<file path="config.mk">
export PLATFORM = sky130hd
export DESIGN_NAME = mcr_input_top
export DESIGN_NICKNAME = d
export VERILOG_FILES = /design/src/mcr_input_pkg.sv /design/src/gearbox_fsm.sv /design/src/reset_holdoff_timer.sv /design/src/adc_select.sv /design/src/input_port_mux.sv /design/src/mcr_input_top.sv
export SDC_FILE = /design/constraint.sdc
export NUM_CORES = 1
export LEC_CHECK = 0
export BUFFER_PORTS_ARGS = -buffer_cell sky130_fd_sc_hd__buf_2
export CAP_MARGIN = 20
export CORE_UTILIZATION = 41
export DETAILED_ROUTE_END_ITERATION = 6
export MAX_ROUTING_LAYER = met4
export PLACE_DENSITY_LB_ADDON = 0.25
export SKIP_CTS_REPAIR_TIMING = 1
export SYNTH_ARGS = -nofsm -noshare
export SYNTH_HDL_FRONTEND = slang
export SYNTH_HIERARCHICAL = 1
export SYNTH_SLANG_ARGS = --single-unit
</file>
<file path="constraint.sdc">
create_clock -name clk_sys -period 2.13 [get_ports clk_sys]
set_input_delay 0.213 -clock clk_sys [delete_from_list [all_inputs] [get_ports clk_sys]]
set_output_delay 0.213 -clock clk_sys [all_outputs]
set_load 0.02 [all_outputs]
</file>
<file path="src/mcr_input_pkg.sv">
//====================
// Shared constants and types for the MCR-3 control-input block.
// Button bit positions, game codes, the Max RPM gear table, timing
// constants and the input-port byte type. Modules import it in their body.
//====================
package mcr_input_pkg;

	// Digital joystick word from the frontend
	localparam int JOY_W      = 12;
	localparam int BTN_RIGHT  = 0;
	localparam int BTN_LEFT   = 1;
	localparam int BTN_DOWN   = 2;
	localparam int BTN_UP     = 3;
	localparam int BTN_FIRE_A = 4;
	localparam int BTN_FIRE_B = 5;
	localparam int BTN_FIRE_C = 6;
	localparam int BTN_FIRE_D = 7;
	localparam int BTN_START  = 8;
	localparam int BTN_COIN   = 9;

	// Analog stick word, pedal flag in bit 15, Y in 14:8, signed X in 7:0
	localparam int ANA_W = 16;

	// Configuration and game selection
	localparam logic [7:0] CFG_INDEX_GAME  = 8'd1;
	localparam logic [7:0] GAME_POWERDRIVE = 8'd2;
	localparam logic [7:0] GAME_MAXRPM     = 8'd3;

	// Max RPM gearbox
	localparam int NUM_GEARS = 5;
	localparam int GEAR_W    = 3;
	// Switch pattern the shifter presents in each gear
	localparam logic [3:0] GEAR_CODES [NUM_GEARS] = '{4'h0, 4'h5, 4'h6, 4'h1, 4'h2};

	// Steering pot reading with the wheel straight
	localparam logic [7:0] STEER_CENTER = 8'h74;

	// Cycles from end of ROM download to the second reset pulse
	localparam logic [7:0] HOLDOFF_CYCLES = 8'd255;

	// One input-port byte, seen whole or as two nibbles
	typedef union packed {
		logic [7:0] raw;
		struct packed {
			logic [3:0] high;
			logic [3:0] low;
		} nibbles;
	} port_byte_u;

endpackage

</file>
<file path="src/gearbox_fsm.sv">
//====================
// Five-gear shifter for one Max RPM player.
// Rising shift_up and shift_down step the gear, neutral forces gear 0.
//====================
`timescale 1ns/1ps

module gearbox_fsm (
	input  logic                             clk_sys,
	input  logic                             core_reset,
	input  logic                             shift_up,
	input  logic                             shift_down,
	input  logic                             neutral,
	output logic [mcr_input_pkg::GEAR_W-1:0] gear
);
	import mcr_input_pkg::*;

	localparam logic [GEAR_W-1:0] TOP_GEAR = GEAR_W'(NUM_GEARS - 1);

	logic up_last;
	logic down_last;
	logic up_rise;
	logic down_rise;

	// Edge detect against the previous sample
	assign up_rise   = shift_up & ~up_last;
	assign down_rise = shift_down & ~down_last;

	always_ff @(posedge clk_sys) begin
		if (core_reset) begin
			up_last   <= 1'b0;
			down_last <= 1'b0;
			gear      <= '0;
		end else begin
			up_last   <= shift_up;
			down_last <= shift_down;

			if (neutral) begin
				gear <= '0;
			end else if (up_rise) begin
				// Up beats down when both arrive together
				if (gear != TOP_GEAR) begin
					gear <= gear + 1'b1;
				end
			end else if (down_rise) begin
				if (gear != '0) begin
					gear <= gear - 1'b1;
				end
			end
		end
	end

endmodule

</file>
<file path="src/reset_holdoff_timer.sv">
//====================
// Core reset generator.
// Holds the core in reset until a ROM download has finished, then
// gives one extra single-cycle reset pulse HOLDOFF_CYCLES later.
//====================
`timescale 1ns/1ps

module reset_holdoff_timer (
	input  logic clk_sys,
	input  logic reset,
	input  logic download,
	output logic core_reset
);
	import mcr_input_pkg::*;

	logic       loaded;
	logic       download_last;
	logic [7:0] holdoff_count;
	logic       hold;

	// Any of these keeps the core down and the counter parked
	assign hold = reset | download | ~loaded;

	always_ff @(posedge clk_sys) begin
		if (reset) begin
			loaded        <= 1'b0;
			download_last <= 1'b0;
		end else begin
			download_last <= download;
			// Falling edge of download means the ROM image is complete
			if (download_last & ~download) begin
				loaded <= 1'b1;
			end
		end
	end

	always_ff @(posedge clk_sys) begin
		if (hold) begin
			holdoff_count <= HOLDOFF_CYCLES;
		end else if (holdoff_count != 8'd0) begin
			holdoff_count <= holdoff_count - 8'd1;
		end
	end

	// Second pulse when the count passes through one, then stays at zero
	assign core_reset = hold | (holdoff_count == 8'd1);

endmodule

</file>
<file path="src/adc_select.sv">
//====================
// Max RPM pedal and steering ADC.
// The CPU picks a channel through output ports 5 and 6; the selected
// gas or steering value is presented on adc_data in the same cycle.
//====================
`timescale 1ns/1ps

module adc_select (
	input  logic                            clk_sys,
	input  logic                            core_reset,
	input  logic [7:0]                      cpu_out5,
	input  logic [7:0]                      cpu_out6,
	input  logic [mcr_input_pkg::ANA_W-1:0] joy1a,
	input  logic [mcr_input_pkg::ANA_W-1:0] joy2a,
	output logic [7:0]                      adc_data
);
	import mcr_input_pkg::*;

	logic [1:0] adc_control;
	logic [7:0] gas1;
	logic [7:0] gas2;
	logic [7:0] steering1;
	logic [7:0] steering2;

	// Pedal reading, full scale when the stick reports no pedal
	function automatic logic [7:0] pedal(input logic [ANA_W-1:0] stick);
		return stick[15] ? {stick[14:8], 1'b1} : 8'hFF;
	endfunction

	// Half the signed X deflection, sign extended
	function automatic logic [7:0] half_x(input logic [ANA_W-1:0] stick);
		return {stick[7], stick[7:1]};
	endfunction

	// Control latch only loads when both select bits of port 6 are low
	always_ff @(posedge clk_sys) begin
		if (core_reset) begin
			adc_control <= 2'b00;
		end else if (cpu_out6[6:5] == 2'b00) begin
			adc_control <= cpu_out5[2:1];
		end
	end

	assign gas1 = pedal(joy1a);
	assign gas2 = pedal(joy2a);

	// Wheels turn in opposite senses, wrap is intended
	assign steering1 = STEER_CENTER - half_x(joy1a);
	assign steering2 = STEER_CENTER + half_x(joy2a);

	always_comb begin
		case (adc_control)
			2'd0:    adc_data = gas2;
			2'd1:    adc_data = gas1;
			2'd2:    adc_data = steering2;
			default: adc_data = steering1;
		endcase
	end

endmodule

</file>
<file path="src/input_port_mux.sv">
//====================
// Game select register and input ports 0 to 2.
// Holds the Power Drive gear toggles and packs buttons, gears and
// ADC data into the active-low bytes for the selected game.
//====================
`timescale 1ns/1ps

module input_port_mux (
	input  logic                             clk_sys,
	input  logic                             core_reset,
	input  logic                             cfg_wr,
	input  logic [7:0]                       cfg_index,
	input  logic [7:0]                       cfg_data,
	input  logic [mcr_input_pkg::JOY_W-1:0]  joy1,
	input  logic [mcr_input_pkg::JOY_W-1:0]  joy2,
	input  logic [mcr_input_pkg::JOY_W-1:0]  joy3,
	input  logic [mcr_input_pkg::GEAR_W-1:0] gear1,
	input  logic [mcr_input_pkg::GEAR_W-1:0] gear2,
	input  logic [7:0]                       adc_data,
	output mcr_input_pkg::port_byte_u        in_port0,
	output mcr_input_pkg::port_byte_u        in_port1,
	output mcr_input_pkg::port_byte_u        in_port2
);
	import mcr_input_pkg::*;

	logic [7:0] game;
	logic [2:0] pd_toggle;
	logic [2:0] fire_d_last;
	logic [2:0] fire_d;

	assign fire_d = {joy3[BTN_FIRE_D], joy2[BTN_FIRE_D], joy1[BTN_FIRE_D]};

	//====================
	// Registers
	//====================

	always_ff @(posedge clk_sys) begin
		if (core_reset) begin
			game <= 8'd0;
		end else if (cfg_wr && cfg_index == CFG_INDEX_GAME) begin
			game <= cfg_data;
		end
	end

	// Each fire D press flips that player's high/low gear
	always_ff @(posedge clk_sys) begin
		if (core_reset) begin
			pd_toggle   <= 3'b000;
			fire_d_last <= 3'b000;
		end else begin
			fire_d_last <= fire_d;
			pd_toggle   <= pd_toggle ^ (fire_d & ~fire_d_last);
		end
	end

	//====================
	// Port assembly
	//====================

	always_comb begin
		in_port0.raw = 8'hFF;
		in_port1.raw = 8'hFF;
		in_port2.raw = 8'hFF;

		case (game)
			GAME_MAXRPM: begin
				in_port0.raw = ~{4'b0000, joy1[BTN_START], joy2[BTN_START],
					joy1[BTN_COIN], joy2[BTN_COIN]};
				// ADC byte goes out as is
				in_port1.raw = adc_data;
				in_port2.nibbles.high = ~GEAR_CODES[gear1];
				in_port2.nibbles.low  = ~GEAR_CODES[gear2];
			end
			GAME_POWERDRIVE: begin
				in_port0.raw = ~{5'b00000, joy3[BTN_COIN], joy2[BTN_COIN], joy1[BTN_COIN]};
				in_port1.raw = ~{joy2[BTN_FIRE_B], joy2[BTN_FIRE_A], pd_toggle[1],
					joy2[BTN_FIRE_C], joy1[BTN_FIRE_B], joy1[BTN_FIRE_A],
					pd_toggle[0], joy1[BTN_FIRE_C]};
				in_port2.raw = ~{4'b0000, joy3[BTN_FIRE_B], joy3[BTN_FIRE_A],
					pd_toggle[2], joy3[BTN_FIRE_C]};
			end
			default: begin
				// Unknown game leaves every port reading all ones
			end
		endcase
	end

endmodule

</file>
<file path="src/mcr_input_top.sv">
//====================
// Control-input block of the MCR-3 core.
// Turns joysticks, analog sticks and CPU output latches into input
// ports 0 to 2, and generates the core reset.
//====================
`timescale 1ns/1ps

module mcr_input_top (
	input  logic                            clk_sys,
	input  logic                            reset,
	input  logic                            download,
	input  logic                            cfg_wr,
	input  logic [7:0]                      cfg_index,
	input  logic [7:0]                      cfg_data,
	input  logic [mcr_input_pkg::JOY_W-1:0] joy1,
	input  logic [mcr_input_pkg::JOY_W-1:0] joy2,
	input  logic [mcr_input_pkg::JOY_W-1:0] joy3,
	input  logic [mcr_input_pkg::ANA_W-1:0] joy1a,
	input  logic [mcr_input_pkg::ANA_W-1:0] joy2a,
	input  logic [7:0]                      cpu_out5,
	input  logic [7:0]                      cpu_out6,
	output logic                            core_reset,
	output mcr_input_pkg::port_byte_u       in_port0,
	output mcr_input_pkg::port_byte_u       in_port1,
	output mcr_input_pkg::port_byte_u       in_port2
);
	import mcr_input_pkg::*;

	logic [GEAR_W-1:0] gear1;
	logic [GEAR_W-1:0] gear2;
	logic [7:0]        adc_data;

	reset_holdoff_timer reset_holdoff_timer_i (
		.clk_sys    (clk_sys),
		.reset      (reset),
		.download   (download),
		.core_reset (core_reset)
	);

	// Fire A shifts up, fire B down, start drops to neutral
	gearbox_fsm gearbox_p1_i (
		.clk_sys    (clk_sys),
		.core_reset (core_reset),
		.shift_up   (joy1[BTN_FIRE_A]),
		.shift_down (joy1[BTN_FIRE_B]),
		.neutral    (joy1[BTN_START]),
		.gear       (gear1)
	);

	gearbox_fsm gearbox_p2_i (
		.clk_sys    (clk_sys),
		.core_reset (core_reset),
		.shift_up   (joy2[BTN_FIRE_A]),
		.shift_down (joy2[BTN_FIRE_B]),
		.neutral    (joy2[BTN_START]),
		.gear       (gear2)
	);

	adc_select adc_select_i (
		.clk_sys    (clk_sys),
		.core_reset (core_reset),
		.cpu_out5   (cpu_out5),
		.cpu_out6   (cpu_out6),
		.joy1a      (joy1a),
		.joy2a      (joy2a),
		.adc_data   (adc_data)
	);

	input_port_mux input_port_mux_i (
		.clk_sys    (clk_sys),
		.core_reset (core_reset),
		.cfg_wr     (cfg_wr),
		.cfg_index  (cfg_index),
		.cfg_data   (cfg_data),
		.joy1       (joy1),
		.joy2       (joy2),
		.joy3       (joy3),
		.gear1      (gear1),
		.gear2      (gear2),
		.adc_data   (adc_data),
		.in_port0   (in_port0),
		.in_port1   (in_port1),
		.in_port2   (in_port2)
	);

endmodule

</file>
==> impl_results.md <==
- Initial antenna violation count: 0
- Routed Antenna Nets: 0
- HPWL after detailed placement: 4160 um
- Yosys warns: 6
- XOR/XNOR share of the synthesized area: 6.74%
- Die Area: 6330 um^2
- Cell variety after synth: 55
- Clk sinks: 36
- Largest family of logic cells by synthesized area: simple AND/OR/NAND/NOR gates
- Met3 wire length: 279 um
- WL met2: 2520 um
- Detailed-route via count: 2244
- Leading cell type in the layout, fill and taps excluded: buf_2
- Min-delay worst type: input port to flip-flop
- First-pass DRT Iterations: 4
- Routed WL per cell: 11.7 um
- Area share of the largest cell type after synthesis: 29.2%
- Total global routing overflow: 0
- Slew Viols, Final: 0
- PwrDens: 452 nW/um^2
- CP Data Arrival Time: 1730 ps
- Final TNS setup: 0 ps
- Dominant cell type by area after synthesis: dfxtp_1
- GRT Overall Usage: 17.6%
- Max Root-Sink Buffers: 2
- Largest net degree at the start of global routing: 23
- Post-synthesis instance total: 289
- Achievable Freq: 514 MHz
- DP Worst Slack: 382 ps
- # port buffers: 90
- Count of final hold-check violations: 0
- Compound-Gate Fraction of Synth Area: 16.1%
- Die Span Y: 79.6 um
- FILL cells: 555
- Top Ports: 129
- Clock Latency Late Sink: 280 ps
- Clk pin slew, worst setup/hold paths: 70 ps
- Vias in the first global route: 1915
- Residual DRC count: 0
- M1 WL: 2480 um
- Die width: 79.6 um
- Simple-Gate Fraction of Synth Area: 29.6%
- Mux contribution to synthesized area: 5.93%
- Tcrit/Tclk final: 91.3%
- Share of layout cells above drive strength 1: 33.0%
- Final setup violating endpoints: 0
- Final Net Count: 492
- Status: completed
- Total power: 0.00138 W
- CP Data Required Time: 1920 ps
- Post-Syn Area per Cell: 8.54 um^2
- Setup CP Type: flip-flop to output port
- Worst setup margin: 186 ps
- Initial Util: 43.7%
- Final min period: 1940 ps
- Synth-to-layout area growth: 23.6%
- Total CTS buffers: 5
- Seq/Total Area, Yosys: 29.2%
- Total core area: 5640 um^2
- Adder-cell share of the synthesized area: 4.56%
- Drt total wl: 5270 um
- Crit path capture type: output port
- Synth Register Bits: 36
- Root Buffer: clkbuf_8
- Critical-path maximum fanout: 8
- FFs w/ async S/R, synth: 0%
- N_diodes: 0
- Most frequent cells in the layout: 90 x buf_2, 35 x dfxtp_1, 30 x nand2_1
- Max IR drop VDD: 394 uV
- Crit path launch type: flip-flop
- Max-capacitance violation count: 0
- CTS H-tree depth: 2
- RD Place Congestion: 0.824
- CTS tree: yes
- Core Rows: 27
- RSZ-0062 raised after global routing: no
- Top sig layer: met3
- P_leak: 1.23 nW
- Mapped cell area: 2470 um^2
- EDFF count, synth: 0
- Initial detailed-routing violation count: 76
- Top FF cell, synth: dfxtp_1
- Clk_skew: 6.63 ps
- First-pass GRT wire length: 8570 um
- Via density: 4.98
- Synth area leaders: dfxtp_1 29%, nand2b_1 5.6%, ha_1 4.6%
## routing by layer
layer | vias up | track usage (%)
met5 | - | -
met2 | 59 | 29.3
met1 | 995 | 21.6
li1 | 1190 | -
met4 | 0 | 3.82
met3 | 0 | 4.00
## worst max-delay path, stage by stage, from the launching register on
cell and delay (ps):
dfxtp_1 360, nor4_4 350, nand2b_2 120, o21ai_2 240, buf_4 200, buf_2 170
## state kept, by name (all words and copies together) (netlist names), 2 cells and up
| register | cells |
|---|---|
| gearbox_p1_i/gear | 3 |
| input_port_mux_i/game | 8 |
| gearbox_p2_i/gear | 3 |
| input_port_mux_i/pd_toggle | 3 |
| reset_holdoff_timer_i/holdoff_count | 8 |
| adc_select_i/adc_control | 2 |
| input_port_mux_i/fire_d_last | 3 |
## layout make-up
type                            instances  area [um^2]  area share [%]
Tap cell                               72         90.1            2.95
Multi-Input combinational cell        223         1580            51.6
Sequential cell                        36          722            23.7
Timing Repair Buffer                   98          510            16.7
Inverter                               15         56.3            1.85
Clock buffer                            7         96.3            3.16
## cell families (layout without fill, tap and decap cells)
group           count (synthesis)  after routing
compound gates                 58             58
xor+xnor                       19             19
fa+ha+maj                       9              9
buf+inv                        34            120
flops                          36             36
mux                            14             14
other cells                     1              5
simple gates                  118            118
## worst paths after layout
kind	startpoint	to	slack [ps]	cells after the start
setup / recovery	reset_holdoff_timer_i/holdoff_count[3]	core_reset	190	5
hold / removal	reset	reset_holdoff_timer_i/download_last	120	2
setup reg to reg	reset_holdoff_timer_i/holdoff_count[3]	input_port_mux_i/game[2]	470	6
hold reg to reg	reset_holdoff_timer_i/loaded	reset_holdoff_timer_i/loaded	460	2
## synth_stat cells, types with 9 or more instances
cell type	number
o211ai_1	10
nor2_1	13
o21ai_1	9
nand2_1	30
inv_1	14
ha_1	9
dfxtp_1	36
nor2b_1	13
mux2i_1	9
xnor2_1	12
nand2b_1	22
## power breakdown
group          switching [W]  internal (W)  total (W)  leakage [nW]
clock network       0.000219      0.000288   0.000507        0.0503
registers         0.00000285      0.000678   0.000681         0.291
logic              0.0000906      0.000101   0.000191         0.893
total               0.000313       0.00107    0.00138          1.23
## stage by stage
step	cell area (um^2)	hold slack, ps	cells	util, %
floorplan	2480	280	293	-
global placement	2950	402	444	52.3
detailed placement	2950	406	444	52.3
CTS	3050	105	451	54.0
global route	3050	108	451	54.1
finish	3050	116	451	54.1
(Power assumes the default switching activity.)
